===== src/hw/branch_stat_pkg.sv =====
// Branch statistics definitions
// Event class indices, the increment mask and the class count

`default_nettype none

package branch_stat_pkg;

    // One counter per event class
    localparam int unsigned NUM_STATS = 16;

    // Class order is also the counter order in the register map
    typedef enum logic [3:0] {
        STAT_UNCONDITIONAL         = 4'd0,
        STAT_PREDICTED             = 4'd1,
        STAT_MISPREDICTED          = 4'd2,
        STAT_CORRECT               = 4'd3,
        STAT_PRED_TAKEN            = 4'd4,
        STAT_PRED_NOT_TAKEN        = 4'd5,
        STAT_TAKEN_INCORRECT       = 4'd6,
        STAT_NOT_TAKEN_INCORRECT   = 4'd7,
        STAT_FWD_BRANCH            = 4'd8,
        STAT_FWD_PRED_TAKEN        = 4'd9,
        STAT_FWD_TAKEN_CORRECT     = 4'd10,
        STAT_FWD_NOT_TAKEN_CORRECT = 4'd11,
        STAT_BWD_BRANCH            = 4'd12,
        STAT_BWD_PRED_TAKEN        = 4'd13,
        STAT_BWD_TAKEN_CORRECT     = 4'd14,
        STAT_BWD_NOT_TAKEN_CORRECT = 4'd15
    } stat_idx_e;

    // A set bit increments its class
    typedef logic [NUM_STATS-1:0] stat_mask_t;

endpackage : branch_stat_pkg

`default_nettype wire


===== src/hw/stat_axil_pkg.sv =====
// AXI4-Lite register map for the branch statistics unit
// Bus types, response codes and channel states

`default_nettype none

package stat_axil_pkg;

    typedef logic [7:0]  axil_addr_t;
    typedef logic [31:0] axil_data_t;
    typedef logic [1:0]  axil_resp_t;

    localparam axil_resp_t RESP_OKAY   = 2'b00;
    localparam axil_resp_t RESP_SLVERR = 2'b10;

    // Counter k lives at STAT_BASE + 4*k
    localparam axil_addr_t STAT_BASE = 8'h00;
    localparam axil_addr_t CTRL_ADDR = 8'h40;

    // Control register bits
    localparam int unsigned CTRL_ENABLE_BIT = 0;
    localparam int unsigned CTRL_CLEAR_BIT  = 1;

    // Shared by the write and the read channel FSMs
    typedef enum logic {
        IDLE = 1'b0,
        RESP = 1'b1
    } axil_state_e;

endpackage : stat_axil_pkg

`default_nettype wire


===== src/hw/stat_read_if.sv =====
// Counter access link between the AXI4-Lite slave and the counter bank
// Carries the read index and data, the clear pulse and the enable bit

`timescale 1ns/10ps
`default_nettype none

interface stat_read_if #(
    parameter int unsigned CNT_WIDTH = 32
);

    branch_stat_pkg::stat_idx_e rd_idx;
    logic [CNT_WIDTH-1:0]       rd_data;
    logic                       clear;
    logic                       enable;

    modport slave (
        output rd_idx, clear, enable,
        input  rd_data
    );

    modport bank (
        input  rd_idx, clear,
        output rd_data
    );

    // Only the decoder gates on enable
    modport decoder (
        input enable
    );

endinterface : stat_read_if

`default_nettype wire


===== src/hw/branch_counter_bank.sv =====
// Branch statistics counter bank
// Sixteen saturating counters with a clear and an indexed read port

`timescale 1ns/10ps
`default_nettype none

module branch_counter_bank #(
    parameter int unsigned CNT_WIDTH = 32
) (
    input  wire logic                        CLK,
    input  wire logic                        nRST,
    input  wire logic                        inc_valid,
    input  wire branch_stat_pkg::stat_mask_t inc_mask,
    stat_read_if.bank                        stat
);

    typedef logic [CNT_WIDTH-1:0] cnt_t;

    cnt_t cnt [branch_stat_pkg::NUM_STATS];

    always_ff @(posedge CLK, negedge nRST) begin
        if (!nRST) begin
            for (int k = 0; k < branch_stat_pkg::NUM_STATS; k++) begin
                cnt[k] <= '0;
            end
        end else if (stat.clear) begin
            // Clear wins over a same-cycle increment
            for (int k = 0; k < branch_stat_pkg::NUM_STATS; k++) begin
                cnt[k] <= '0;
            end
        end else if (inc_valid) begin
            for (int k = 0; k < branch_stat_pkg::NUM_STATS; k++) begin
                if (inc_mask[k] && (cnt[k] != '1)) begin
                    cnt[k] <= cnt[k] + 1'b1;
                end
            end
        end
    end

    // Combinational read data for the slave to register
    assign stat.rd_data = cnt[stat.rd_idx];

    // Every predicted branch lands in exactly one direction class,
    // so the totals agree until one of them saturates
    a_fb_total : assert property (
        @(posedge CLK) disable iff (!nRST)
        ((cnt[branch_stat_pkg::STAT_PREDICTED] != '1) &&
         (cnt[branch_stat_pkg::STAT_FWD_BRANCH] != '1) &&
         (cnt[branch_stat_pkg::STAT_BWD_BRANCH] != '1)) |->
            ({1'b0, cnt[branch_stat_pkg::STAT_PREDICTED]} ==
             ({1'b0, cnt[branch_stat_pkg::STAT_FWD_BRANCH]} +
              {1'b0, cnt[branch_stat_pkg::STAT_BWD_BRANCH]}))
    );

endmodule : branch_counter_bank

`default_nettype wire


===== src/hw/branch_event_decoder.sv =====
// Branch event decoder
// Registers one core report and turns it into an increment mask

`timescale 1ns/10ps
`default_nettype none

module branch_event_decoder (
    input  wire logic                        CLK,
    input  wire logic                        nRST,
    input  wire logic                        update_predictor,
    input  wire logic                        prediction,
    input  wire logic                        branch_result,
    input  wire logic                        direction,
    input  wire logic                        is_jalr,
    stat_read_if.decoder                     stat,
    output      logic                        inc_valid,
    output      branch_stat_pkg::stat_mask_t inc_mask
);

    branch_stat_pkg::stat_mask_t mask_d;
    logic                        hit;

    assign hit = (prediction == branch_result);

    always_comb begin
        mask_d = '0;
        if (stat.enable) begin
            if (update_predictor) begin
                mask_d[branch_stat_pkg::STAT_PREDICTED]    = 1'b1;
                mask_d[branch_stat_pkg::STAT_CORRECT]      = hit;
                mask_d[branch_stat_pkg::STAT_MISPREDICTED] = !hit;

                mask_d[branch_stat_pkg::STAT_PRED_TAKEN]          = prediction;
                mask_d[branch_stat_pkg::STAT_PRED_NOT_TAKEN]      = !prediction;
                mask_d[branch_stat_pkg::STAT_TAKEN_INCORRECT]     = prediction && !branch_result;
                mask_d[branch_stat_pkg::STAT_NOT_TAKEN_INCORRECT] = !prediction && branch_result;

                // Backward target when direction is set
                if (direction) begin
                    mask_d[branch_stat_pkg::STAT_BWD_BRANCH]     = 1'b1;
                    mask_d[branch_stat_pkg::STAT_BWD_PRED_TAKEN] = prediction;
                    mask_d[branch_stat_pkg::STAT_BWD_TAKEN_CORRECT] =
                        prediction && branch_result;
                    mask_d[branch_stat_pkg::STAT_BWD_NOT_TAKEN_CORRECT] =
                        !prediction && !branch_result;
                end else begin
                    mask_d[branch_stat_pkg::STAT_FWD_BRANCH]     = 1'b1;
                    mask_d[branch_stat_pkg::STAT_FWD_PRED_TAKEN] = prediction;
                    mask_d[branch_stat_pkg::STAT_FWD_TAKEN_CORRECT] =
                        prediction && branch_result;
                    mask_d[branch_stat_pkg::STAT_FWD_NOT_TAKEN_CORRECT] =
                        !prediction && !branch_result;
                end
            end
            // jalr counts on its own with or without a branch report
            mask_d[branch_stat_pkg::STAT_UNCONDITIONAL] = is_jalr;
        end
    end

    always_ff @(posedge CLK, negedge nRST) begin
        if (!nRST) begin
            inc_valid <= 1'b0;
            inc_mask  <= '0;
        end else begin
            inc_valid <= |mask_d;
            inc_mask  <= mask_d;
        end
    end

    // An enabled report yields one verdict and one direction in the next cycle
    a_pred_verdict : assert property (
        @(posedge CLK) disable iff (!nRST)
        (stat.enable && update_predictor) |=>
            inc_mask[branch_stat_pkg::STAT_PREDICTED] &&
            $onehot({inc_mask[branch_stat_pkg::STAT_CORRECT],
                     inc_mask[branch_stat_pkg::STAT_MISPREDICTED]})
    );

    a_pred_direction : assert property (
        @(posedge CLK) disable iff (!nRST)
        (stat.enable && update_predictor) |=>
            $onehot({inc_mask[branch_stat_pkg::STAT_FWD_BRANCH],
                     inc_mask[branch_stat_pkg::STAT_BWD_BRANCH]})
    );

endmodule : branch_event_decoder

`default_nettype wire


===== src/hw/branch_stats_top.sv =====
// Branch prediction statistics unit
// Counts resolved branch events and exposes the counters over AXI4-Lite

`timescale 1ns/10ps
`default_nettype none

module branch_stats_top #(
    parameter int unsigned CNT_WIDTH = 32
) (
    input  wire logic                      CLK,
    input  wire logic                      nRST,
    // Core report
    input  wire logic                      update_predictor,
    input  wire logic                      prediction,
    input  wire logic                      branch_result,
    input  wire logic                      direction,
    input  wire logic                      is_jalr,
    // AXI4-Lite host port
    input  wire stat_axil_pkg::axil_addr_t AWADDR,
    input  wire logic                      AWVALID,
    output      logic                      AWREADY,
    input  wire stat_axil_pkg::axil_data_t WDATA,
    input  wire logic [3:0]                WSTRB,
    input  wire logic                      WVALID,
    output      logic                      WREADY,
    output      stat_axil_pkg::axil_resp_t BRESP,
    output      logic                      BVALID,
    input  wire logic                      BREADY,
    input  wire stat_axil_pkg::axil_addr_t ARADDR,
    input  wire logic                      ARVALID,
    output      logic                      ARREADY,
    output      stat_axil_pkg::axil_data_t RDATA,
    output      stat_axil_pkg::axil_resp_t RRESP,
    output      logic                      RVALID,
    input  wire logic                      RREADY
);

    logic                        inc_valid;
    branch_stat_pkg::stat_mask_t inc_mask;

    stat_read_if #(.CNT_WIDTH(CNT_WIDTH)) stat_if ();

    branch_event_decoder branch_event_decoder_i (
        .CLK              (CLK),
        .nRST             (nRST),
        .update_predictor (update_predictor),
        .prediction       (prediction),
        .branch_result    (branch_result),
        .direction        (direction),
        .is_jalr          (is_jalr),
        .stat             (stat_if.decoder),
        .inc_valid        (inc_valid),
        .inc_mask         (inc_mask)
    );

    branch_counter_bank #(
        .CNT_WIDTH (CNT_WIDTH)
    ) branch_counter_bank_i (
        .CLK       (CLK),
        .nRST      (nRST),
        .inc_valid (inc_valid),
        .inc_mask  (inc_mask),
        .stat      (stat_if.bank)
    );

    stat_axil_slave stat_axil_slave_i (
        .CLK     (CLK),
        .nRST    (nRST),
        .AWADDR  (AWADDR),
        .AWVALID (AWVALID),
        .AWREADY (AWREADY),
        .WDATA   (WDATA),
        .WSTRB   (WSTRB),
        .WVALID  (WVALID),
        .WREADY  (WREADY),
        .BRESP   (BRESP),
        .BVALID  (BVALID),
        .BREADY  (BREADY),
        .ARADDR  (ARADDR),
        .ARVALID (ARVALID),
        .ARREADY (ARREADY),
        .RDATA   (RDATA),
        .RRESP   (RRESP),
        .RVALID  (RVALID),
        .RREADY  (RREADY),
        .stat    (stat_if.slave)
    );

endmodule : branch_stats_top

`default_nettype wire


===== src/hw/stat_axil_slave.sv =====
// AXI4-Lite slave for the branch statistics unit
// Decodes the register map, holds the control register, returns counters

`timescale 1ns/10ps
`default_nettype none

module stat_axil_slave (
    input  wire logic                      CLK,
    input  wire logic                      nRST,
    input  wire stat_axil_pkg::axil_addr_t AWADDR,
    input  wire logic                      AWVALID,
    output      logic                      AWREADY,
    input  wire stat_axil_pkg::axil_data_t WDATA,
    input  wire logic [3:0]                WSTRB,
    input  wire logic                      WVALID,
    output      logic                      WREADY,
    output      stat_axil_pkg::axil_resp_t BRESP,
    output      logic                      BVALID,
    input  wire logic                      BREADY,
    input  wire stat_axil_pkg::axil_addr_t ARADDR,
    input  wire logic                      ARVALID,
    output      logic                      ARREADY,
    output      stat_axil_pkg::axil_data_t RDATA,
    output      stat_axil_pkg::axil_resp_t RRESP,
    output      logic                      RVALID,
    input  wire logic                      RREADY,
    stat_read_if.slave                     stat
);

    stat_axil_pkg::axil_state_e wr_state;
    stat_axil_pkg::axil_state_e rd_state;
    stat_axil_pkg::axil_addr_t  rd_off;

    logic wr_hs;
    logic rd_hs;
    logic wr_is_ctrl;
    logic ctrl_lane;
    logic rd_is_cnt;
    logic rd_is_ctrl;

    // Address and data are taken together while no response is pending
    assign wr_hs   = (wr_state == stat_axil_pkg::IDLE) && AWVALID && WVALID;
    assign AWREADY = wr_hs;
    assign WREADY  = wr_hs;
    assign BVALID  = (wr_state == stat_axil_pkg::RESP);

    assign ARREADY = (rd_state == stat_axil_pkg::IDLE);
    assign RVALID  = (rd_state == stat_axil_pkg::RESP);
    assign rd_hs   = ARREADY && ARVALID;

    assign wr_is_ctrl = (AWADDR == stat_axil_pkg::CTRL_ADDR);
    assign ctrl_lane  = WSTRB[0];
    assign rd_is_ctrl = (ARADDR == stat_axil_pkg::CTRL_ADDR);

    // Word aligned counter window
    assign rd_off      = ARADDR - stat_axil_pkg::STAT_BASE;
    assign rd_is_cnt   = (rd_off[1:0] == 2'b00) &&
                         (rd_off[7:2] < 6'(branch_stat_pkg::NUM_STATS));
    assign stat.rd_idx = branch_stat_pkg::stat_idx_e'(rd_off[5:2]);

    always_ff @(posedge CLK, negedge nRST) begin
        if (!nRST) begin
            wr_state    <= stat_axil_pkg::IDLE;
            rd_state    <= stat_axil_pkg::IDLE;
            stat.enable <= 1'b1;
            stat.clear  <= 1'b0;
        end else begin
            stat.clear <= 1'b0;
            if (wr_hs) begin
                wr_state <= stat_axil_pkg::RESP;
                if (wr_is_ctrl && ctrl_lane) begin
                    stat.enable <= WDATA[stat_axil_pkg::CTRL_ENABLE_BIT];
                    stat.clear  <= WDATA[stat_axil_pkg::CTRL_CLEAR_BIT];
                end
            end else if (BVALID && BREADY) begin
                wr_state <= stat_axil_pkg::IDLE;
            end

            if (rd_hs) begin
                rd_state <= stat_axil_pkg::RESP;
            end else if (RVALID && RREADY) begin
                rd_state <= stat_axil_pkg::IDLE;
            end
        end
    end

    // Response payload is loaded only on a handshake
    always_ff @(posedge CLK) begin
        if (wr_hs) begin
            BRESP <= wr_is_ctrl ? stat_axil_pkg::RESP_OKAY : stat_axil_pkg::RESP_SLVERR;
        end
        if (rd_hs) begin
            if (rd_is_cnt) begin
                RDATA <= stat_axil_pkg::axil_data_t'(stat.rd_data);
                RRESP <= stat_axil_pkg::RESP_OKAY;
            end else if (rd_is_ctrl) begin
                RDATA <= '0;
                RDATA[stat_axil_pkg::CTRL_ENABLE_BIT] <= stat.enable;
                RRESP <= stat_axil_pkg::RESP_OKAY;
            end else begin
                RDATA <= '0;
                RRESP <= stat_axil_pkg::RESP_SLVERR;
            end
        end
    end

    a_r_stable : assert property (
        @(posedge CLK) disable iff (!nRST)
        (RVALID && !RREADY) |=> (RVALID && $stable(RDATA) && $stable(RRESP))
    );

    a_b_hold : assert property (
        @(posedge CLK) disable iff (!nRST)
        (BVALID && !BREADY) |=> BVALID
    );

endmodule : stat_axil_slave

`default_nettype wire


===== config.mk =====
export PLATFORM = sky130hd
export DESIGN_NAME = branch_stats_top
export DESIGN_NICKNAME = d
export VERILOG_FILES = /design/src/hw/branch_stat_pkg.sv /design/src/hw/stat_axil_pkg.sv /design/src/hw/stat_read_if.sv /design/src/hw/branch_counter_bank.sv /design/src/hw/branch_event_decoder.sv /design/src/hw/branch_stats_top.sv /design/src/hw/stat_axil_slave.sv
export SDC_FILE = /design/constraint.sdc
export NUM_CORES = 1
export LEC_CHECK = 0
export ABC_AREA = 0
export BUFFER_PORTS_ARGS = -buffer_cell sky130_fd_sc_hd__buf_4
export CORE_ASPECT_RATIO = 0.5
export CORE_MARGIN = 2
export CORE_UTILIZATION = 31
export DETAILED_ROUTE_END_ITERATION = 12
export GPL_TIMING_DRIVEN = 0
export PLACE_DENSITY = 0.54
export SETUP_SLACK_MARGIN = 0.3
export SYNTH_ARGS = -nofsm -noshare
export SYNTH_HDL_FRONTEND = slang
export SYNTH_HIERARCHICAL = 1
export SYNTH_SLANG_ARGS = --single-unit

===== constraint.sdc =====
create_clock -name CLK -period 6.15 [get_ports CLK]
set_input_delay 0.615 -clock CLK [delete_from_list [all_inputs] [get_ports CLK]]
set_output_delay 0.615 -clock CLK [all_outputs]
set_load 0.02 [all_outputs]

* After elaboration in Yosys (flattened, before gate mapping)
Cells that the tools add are included.
** Word-level totals
- Input port bits :: 64
- Register bits :: 569
- Logic and storage cells :: 168
** Operators by class
- Reductions and logical operators :: 68
- Muxes and demuxes :: 35
- $add $sub $neg :: 16
- Bitwise gates (word level) :: 3
- Order comparisons :: 2
- Equal/unequal tests :: 19
** Operators by type and width (number)
- $mux W512 :: 2
- $mux W32 :: 19
- $add A32 B1 Y32 const B :: 16
- $ne A32 B32 Y1 const B :: 16
- $bmux W32 S4 :: 1
- $reduce_bool A2 Y1 :: 19
- $reduce_and A2 Y1 :: 17
- $logic_and A1 B1 Y1 :: 27
- $eq A8 B7 Y1 const B :: 2
- $mux W16 :: 1
- $reduce_or A16 Y1 :: 1
- $mux W15 :: 1
- $mux W4 :: 2
- $mux W1 :: 7
- $lt A6 B5 Y1 const B :: 1
- $ge A5 B5 Y1 const B :: 1
- $not A4 Y5 :: 1
- $mux W2 :: 2
- $logic_not A1 Y1 :: 3
- $logic_not A2 Y1 :: 1
- $not A1 Y1 :: 2
- $eq A1 B1 Y1 :: 1

* Longest topological paths before layout
Gate-level depths: netlist of the first run.
- Depth after elaboration :: 6
- Mapped depth :: 9

* Modules after synthesis
Netlist of the first run, hierarchy kept.
** By module, submodules not included
- branch_counter_bank :: seq. area each 12812.3 um^2, instances 1, area an instance 32165.8 um^2, cells each 3358
- stat_axil_slave :: seq. area each 1122.3 um^2, instances 1, area an instance 1557.7 um^2, cells each 101
- branch_event_decoder :: seq. area each 425.4 um^2, instances 1, area an instance 641.9 um^2, cells each 42

* Least setup slack after synthesis of the first run
Ideal clock, no wire load.
- Kind :: input-to-reg
- From :: in ARADDR[2]
- To :: reg stat_axil_slave_i.RDATA[16], data pin
- Buffers on the path :: 3
- Slack :: 3240 ps
- Stages :: 6
- Data arrival time :: 2655 ps
- Setup time :: 255 ps
- Cell sequence :: buf_4 -> buf_2 -> buf_1 -> mux4_2 -> mux4_2 -> and2_1
** On the way
- Cells in the longest elaborated chain, start to end :: 5
- Elaborated cells on any way between the ends :: 7
** RTL lines
- start: declaration :: line branch_stats_top.sv:29 : input wire stat_axil_pkg::axil_addr_t ARADDR,
- $not A4 Y5 (not written as such) :: line branch_counter_bank.sv:41 : assign stat.rd_data = cnt[stat.rd_idx];
- $bmux W32 S4 :: line branch_counter_bank.sv:41
- $mux W32 (not written as such) (2 in series) :: line branch_counter_bank.sv:41
- named net stat_if.rd_data[16] :: line stat_read_if.sv:12 : logic [CNT_WIDTH-1:0] rd_data;
- $mux W32 :: line stat_axil_slave.sv:93 : if (rd_is_cnt) begin
- end signal: assignment :: line stat_axil_slave.sv:94 : RDATA <= stat_axil_pkg::axil_data_t'(stat.rd_data);
- end signal: indexed assignment :: line stat_axil_slave.sv:98 : RDATA[stat_axil_pkg::CTRL_ENABLE_BIT] <= stat.enable;
- end: declaration :: line stat_axil_slave.sv:23 : output stat_axil_pkg::axil_data_t RDATA,
The timed path passes the listed nets, and every way through them passes these cells. The select of a mux whose other input is x is not followed.
A chain may end at the register's enable or synchronous reset.

* Worst setup path after layout of the first run
- From :: reg branch_event_decoder_i.inc_valid
- To :: reg branch_counter_bank_i/cnt[159] (netlist name)
** On the way
- Cells in the longest elaborated chain, start to end :: 2
** RTL lines
- start: declaration :: line branch_event_decoder.sv:16 : output logic inc_valid,
- start signal: assignment :: line branch_event_decoder.sv:65 : inc_valid <= |mask_d;
- $reduce_bool A2 Y1 (no source line)
- $reduce_and A2 Y1 (no source line)
- end signal: indexed assignment :: line branch_counter_bank.sv:34 : cnt[k] <= cnt[k] + 1'b1;
- end: declaration :: line branch_counter_bank.sv:19 : cnt_t cnt [branch_stat_pkg::NUM_STATS];
Every way passes these cells.

==> results.md, run 1 <==
- Critical path data arrival time: approximately 4600 ps
- Die Y: about 240 um
- Number of setup violations in the final report: 0
- Max stage delay on crit path: around 900 ps
- Inst Count DP: roughly 5000
- Post-synthesis cell count: 3501
- Die ar.: approximately 110000 um2
- Unrepaired setup endpoints after global routing: false
- Status: complete, no violations
- Total Routed Length: ~130000 um
- Number of fill cells: approximately 11000
- Crit-path leading delay family: buffers and inverters
- Fin crit period: 4120 ps
- CTS Buf Count: 61
- Min-Delay Path Class: in -> reg
- Final core utilization: 35.7%
- Post-DP HPWL: roughly 100000 um
- GR Overflow Total: 0
- Worst Setup SP: branch_event_decoder_i/inc_valid$_DFF_PN0_
- Synth Warn #: 6
- Final Max Tran Viols: 0
- TritonCTS clock tree: yes
- Nature of the critical path startpoint: register
- Top Metal Used: met5
- Fin nets: 3725
- R2r startpoint: branch_event_decoder_i/inc_valid$_DFF_PN0_
- Synth Flop Type: dfrtp_1
- Crit-path cells: buf_2 > clkbuf_1 > clkbuf_1 > nand2_1 > clkbuf_1 > clkbuf_1 > o31ai_1 > a21oi_1
- Worst Tran Pin Value: around 1400 ps
- Non-Filler Instances: 5194
- Fin Clk Skew: 27.9 ps
- CTS Root Cell: clkbuf_16
- HP Start: RREADY
- Syn avg cell area: 9.82 um2
- Mapped Area: 34400 um2
- Post-DRT Antenna Nets: 0
- Register area share after synthesis: a little over two fifths
- Met1 Wirelength: 57100 um
- Crit path top cell by count: clkbuf_1
- Synth cell types: 77
- Die width: 475 um
- Starting Density: 31.2%
- Mux contribution to synthesized area: a little under an eighth
- Initial antenna violation count: 18
- Async set-reset flop share out of synthesis: a little over nine tenths
- DR WL met3: ~13000 um
- Initial DRC count: between 3000 and 4000
- RD Place Congestion: 0.987
- Post-synth EDFFs: 34
- Worst slew margin: under 10%
- Crit path kind: reg -> reg
- Cell taking the most area after synthesis: dfrtp_1
- Fmax: 0.243 GHz
- Worst-path clk slew: 70 ps
- CTS H-tree lvls: 2
- DR DRC count: 0
- Routed len/inst: approximately 25 um
- Vias after detailed routing: approximately 31000
- Req. time, crit path: about 6600 ps
- Largest net degree at the start of global routing: roughly 120
- Most area-consuming cells after synthesis: dfrtp_1 39%, mux4_2 10%, a21oi_1 4.7%
- Core area: between 100000 and 150000 um2
- Clk sinks: around 570
- Via count of the first global-routing pass: between 20000 and 30000
- Synth Area in XOR/XNOR: 3.59%
- Largest family of logic cells by synthesized area: simple AND/OR/NAND/NOR gates
- First-pass GRT wire length: 195000 um
- I/O pins: 105
- Buffers on Ports: between 60 and 70
- LEAKAGE: 0.0145 uW
- Final Hold Fails: 0
- Cell area power density: 215 nW/um2
- Max cap viols: 0
- Share of the synthesized area in the top cell type: between 30% and 40%
- Worst-Skew Late Latency: 680 ps
- Fin crit share: ~67%
- Simple-gate share of the synthesized area: roughly a quarter
- Crit path max-delay cell type: clkbuf_1
- Rows: between 80 and 90
- Vias per cell: about 6
- Area delta synth->final: 14.3%
- WP buf/inv: 5
- Adder-cell share of the synthesized area: less than 1%
- Post-CTS setup buffers: 0
- Drt pass-1 iters: 6
- Register bit count reported by yosys: 567
- CP Capture Type: register
- Routed wl met2: around 56000 um
- Clock Path Buffers: 3
- Global-route usage over all layers: approximately 23%
- Synth Area in Compound Gates: between 10% and 20%
- Share of layout cells above drive strength 1: between 10% and 20%
- VDD IR max: approximately 0.22 mV
- CP max FO: 10
==> cells by family after synthesis <==
family                     count (synthesis)
and+or+nand+nor                         1531
AOI/OAI and AO/OA                        771
DFF                                      567
buffers and inverters                    267
muxes                                    203
xor gates and xnor gates                 141
adders and majority gates                 20
other                                      1
==> final cells by class <==
class	count	area [um2]	share of cell area, %
Tap cell	1496	1870	4.77
Clock inverter	32	584	1.49
Multi-Input combinational cell	2668	18900	48.2
Buffer	204	843	2.15
Clock buffer	83	1720	4.38
Sequential cell	567	14400	36.6
Antenna cell	5	12.5	0.0319
Timing Repair Buffer	76	701	1.78
Inverter	63	236	0.602
==> Yosys cell counts, drive strengths merged, types with 7 or more instances <==
| cell type | instances |
|---|---|
| nor2b | 41 |
| xor2 | 30 |
| nor3 | 44 |
| buf | 47 |
| a31o | 7 |
| nand3 | 170 |
| o2111ai | 14 |
| and2 | 65 |
| or2 | 23 |
| nand2 | 210 |
| ha | 20 |
| o211ai | 8 |
| mux4 | 160 |
| mux2 | 37 |
| nor4 | 81 |
| nand4 | 171 |
| o31ai | 118 |
| or3 | 201 |
| a211oi | 32 |
| and3 | 62 |
| edfxtp | 34 |
| clkbuf | 157 |
| a2111oi | 14 |
| and4 | 60 |
| xnor2 | 111 |
| or4 | 134 |
| o21ba | 9 |
| a21oi | 323 |
| dfrtp | 532 |
| o21ai | 196 |
| nor2 | 236 |
| nor4b | 8 |
| inv | 63 |
| a31oi | 12 |
==> per-layer routing <==
layer  vias to the layer above  GRT usage (%)
met4                         4           7.62
met2                      1427           33.4
met3                       230           5.05
met1                     15800           33.2
met5                         -              0
li1                      13800              -
==> path summary, 6_finish.rpt <==
path                                                              end  slack [ps]  cells after the start
max                        branch_counter_bank_i/cnt[159]$_DFFE_PN0P_        2030                      8
min                              stat_axil_slave_i/RVALID$_DFFE_PN0P_         100                      2
max reg2reg                branch_counter_bank_i/cnt[159]$_DFFE_PN0P_        2030                      8
min reg2reg                      stat_axil_slave_i/BVALID$_DFFE_PN0P_         500                      1
max in group asynchronous  branch_counter_bank_i/cnt[505]$_DFFE_PN0P_        4210                      4
min in group asynchronous        stat_axil_slave_i/BVALID$_DFFE_PN0P_         470                      2
==> power breakdown <==
| part | switching [uW] | internal, uW |
|---|---|---|
| combinational | 197 | 98.9 |
| clock | 1720 | 2630 |
| sequential | 6.65 | 3780 |
| total | 1930 | 6510 |
==> registers in the layout (all words and copies together), names as in the netlist <==
register and count:
stat_axil_slave_i/stat.clear 1, stat_axil_slave_i/BRESP 1, stat_axil_slave_i/RDATA 32, stat_axil_slave_i/RRESP 1
branch_event_decoder_i/inc_valid 1, branch_event_decoder_i/inc_mask 16, stat_axil_slave_i/stat.enable 1, stat_axil_slave_i/BVALID 1
branch_counter_bank_i/cnt 512, stat_axil_slave_i/RVALID 1
==> timing repair <==
item / 4_1_cts / 5_1_grt
hold buffers: 1 / 0
gates resized for setup: 0 / 0
endpoints found under the hold margin: 50 / 0
endpoints found under the setup margin: 0 / 0
==> stage by stage <==
step	power, uW	hold slack, ps	TNS (ps)	cell area, um2	setup WS (ps)
after floorplan	3980	319	0	34400	3240
after CTS	8500	79.0	0	39300	2150
after detailed placement	4160	486	0	36900	1800
after global placement	4140	482	-952240	36800	-1870
final	8430	103	0	39300	2030
after global routing	8690	95.8	0	39300	1960
==> placed cells by master, fill, tap and decap left out, types with 42 or more instances in the layout <==
master,n
a21oi_1,323
and2_1,64
and3_1,62
and4_1,58
buf_4,80
clkbuf_1,167
clkbuf_16,63
dfrtp_1,532
inv_1,63
mux4_2,160
nand2_1,210
nand3_1,170
nand4_1,169
nor2_1,236
nor3_1,42
nor4_1,71
o21ai_0,196
o31ai_1,115
or3_1,201
or4_1,132
xnor2_1,111
Note: power is estimated with default switching activity, not from simulation.
==> run 2: changes to the inputs <==
PLACE_DENSITY = 0.56   (was 0.54)
clock period = 3.5 ns   (was 6.15 ns; I/O delays follow)
==> run 2 against run 1 <==
  * The flow now finishes with violations (capacitance limit, slew limit)
  * Register-to-register slack worse by 1600 ps
  * Clock power is 48% higher
  * Cell count barely moved
  * Global-route usage about the same
  * Clock skew up 1.9 ps
==> results.md, run 2 (synthesis results as in run 1) <==
- Status: complete, but fails checks
- Failing checks: capacitance limit, slew limit
- WP buf/inv: 4
- Vias per cell: 6.08
- Max stage delay on crit path: about 1100 ps
- Initial DRC count: around 3800
- Worst slack, placed: -443 ps
- Req. time, crit path: roughly 3900 ps
- Core area: ~110000 um2
- Hold Crit Depth: 2
- Worst Tran Pin Value: roughly 1500 ps
- Final worst slack: roughly 380 ps
- Share of layout cells above drive strength 1: a little over an eighth
- Min-Delay Path Class: in -> reg
- Die width: approximately 470 um
- DR DRC count: 0
- Number of setup violations in the final report: 0
- LEAKAGE: about 0.014 uW
- Unrepaired setup endpoints after global routing: false
- Fin crit share: 89.1%
- Max reg flops: between 500 and 600
- Cell area power density: between 300 and 400 nW/um2
- Reg2reg end: branch_counter_bank_i/cnt[340]$_DFFE_PN0P_
- Inst Count DP: between 5000 and 6000
- CTS Root Cell: clkbuf_16
- Worst hold path endpoint: branch_event_decoder_i/inc_mask[12]$_DFF_PN0_
- Total Routed Length: 131000 um
- Commonest non-fill, non-tap cells in the layout: 532 x dfrtp_1, 323 x a21oi_1, 236 x nor2_1, 210 x nand2_1, 201 x or3_1
- Fin Clk Skew: slightly below 30 ps
- Gate power share: 3.9%
- I/O pins: about 110
- Critical path data arrival time: around 3500 ps
- Nature of the critical path startpoint: input port
- Initial antenna violation count: 17
- Non-Filler Instances: 5193
- Clk sinks: between 500 and 600
- Final Hold Fails: 0
- Max cap viols: 1
- Area delta synth->final: 13.5%
- CP max FO: 10
- Routed len/inst: about 25 um
- Rows: 86
- CTS Buf Count: between 50 and 60
- First-pass GRT wire length: 195000 um
- Via count of the first global-routing pass: between 20000 and 30000
- Flop pwr share: between 40 and 50%
- Post-DRT Antenna Nets: 0
- Clock share of power: a little under half
- Commonest non-fill, non-tap cell in the layout: dfrtp_1
- Power Internal: between 10000 and 15000 uW
- Final Max Tran Viols: 11
- Buffers on Ports: 69
- Post-DP HPWL: 100000 um
- Reg2Reg Setup Slack: ~420 ps
- Starting Density: 31.2%
- Fmax: ~0.32 GHz
- Largest net degree at the start of global routing: about 120
- Net switching power: between 3000 and 4000 uW
- Drt pass-1 iters: 8
- GR Overflow Total: 0
- R2R depth: 4
- HP Start: direction
- Die ar.: ~110000 um2
- Crit path max-delay cell type: buf_1
- CP Capture Type: register
- Post-CTS setup buffers: 0
- VDD IR max: ~0.36 mV
- Clock Path Buffers: 3
- Crit-path leading delay family: buffers and inverters
- Die Y: 239 um
- Switch share: 23.9%
- Global-route usage over all layers: 22.8%
- Top reg by flops: branch_counter_bank_i/cnt
- CTS H-tree lvls: 2
- CP Depth: 7
- Worst slew margin: -1.77%
- Fin crit period: between 3000 and 4000 ps
- Worst-path clk slew: around 60 ps
- Worst-Skew Late Latency: ~660 ps
- Final core utilization: 35.5%
- Crit-path cells: buf_4 > buf_4 > buf_2 > buf_1 > mux4_2 > mux4_2 > and2_1
- TritonCTS clock tree: yes
- Crit path kind: in -> reg
- R2r startpoint: stat_axil_slave_i/stat.clear$_DFF_PN0_
- RD Place Congestion: just under 1
- Vias after detailed routing: 31600
- Registers with the most flip-flops: branch_counter_bank_i/cnt x512, stat_axil_slave_i/RDATA x32, branch_event_decoder_i/inc_mask x16
- Number of fill cells: 11100
- Fin nets: around 3700
==> run 2: stage by stage <==
step | power, uW | setup TNS (ps) | cell area, um2 | hold WS (ps)
floorplan | 6990 | 0 | 34400 | 54.4
global placement | 7270 | -2200450 | 36800 | 483
detailed placement | 7310 | -15230 | 36900 | 232
CTS | 13800 | 0 | 39000 | 0.954
global route | 14100 | 0 | 39000 | 13.7
finish | 13600 | 0 | 39000 | 19.9
==> run 2: worst max path at each step <==
stage / startpoint / end / slack, ps
6_report: ARADDR[2] / stat_axil_slave_i/RDATA[29]$_SDFFCE_PN0P_ / 380
5_1_grt: branch_counter_bank_i/cnt[248]$_DFFE_PN0P_ / branch_counter_bank_i/cnt[233]$_DFFE_PN0P_ / 310
4_1_cts: ARADDR[3] / stat_axil_slave_i/RDATA[29]$_SDFFCE_PN0P_ / 300
3_5_place_dp: branch_event_decoder_i/inc_valid$_DFF_PN0_ / branch_counter_bank_i/cnt[159]$_DFFE_PN0P_ / -440
3_3_place_gp: nRST / branch_counter_bank_i/cnt[474]$_DFFE_PN0P_ / -4200
2_1_floorplan: ARADDR[2] / stat_axil_slave_i/RDATA[16]$_SDFFCE_PN0P_ / 850
==> run 2: timing repair <==
action	4_1_cts	5_1_grt
setup endpoints to repair	72	131
hold buffers	12	0
gates resized for setup	6	32
endpoints found under the hold margin	171	0
gates cloned	0	0
==> run 2: area by class of cell <==
| cell class | instances | area [um2] | share of cell area [%] |
|---|---|---|---|
| buffer | 204 | 891 | 2.28 |
| clock inverter | 16 | 143 | 0.366 |
| multi-input combinational | 2668 | 18900 | 48.6 |
| timing repair buffer | 88 | 818 | 2.10 |
| clock buffer | 86 | 1740 | 4.46 |
| inverter | 63 | 236 | 0.606 |
| tap | 1496 | 1870 | 4.80 |
| sequential | 567 | 14400 | 36.8 |
| antenna | 5 | 12.5 | 0.0321 |
==> run 2: layer usage <==
metal | GRT usage (%) | vias to the layer above | part of all wire (%)
met3 | 6.52 | 260 | 11
met1 | 31.7 | 16000 | 42
met2 | 33.6 | 1463 | 43
li1 | - | 13800 | -
met4 | 8.42 | 6 | 4.0
met5 | 0 | - | 0.024
==> run 2: power by group through the flow <==
stage	logic (uW)	clock network (uW)	registers (uW)
after floorplan	186	0	6810
after global placement	496	0	6780
after detailed placement	531	0	6770
after CTS	541	6560	6650
after global routing	575	6860	6650
final	529	6450	6650
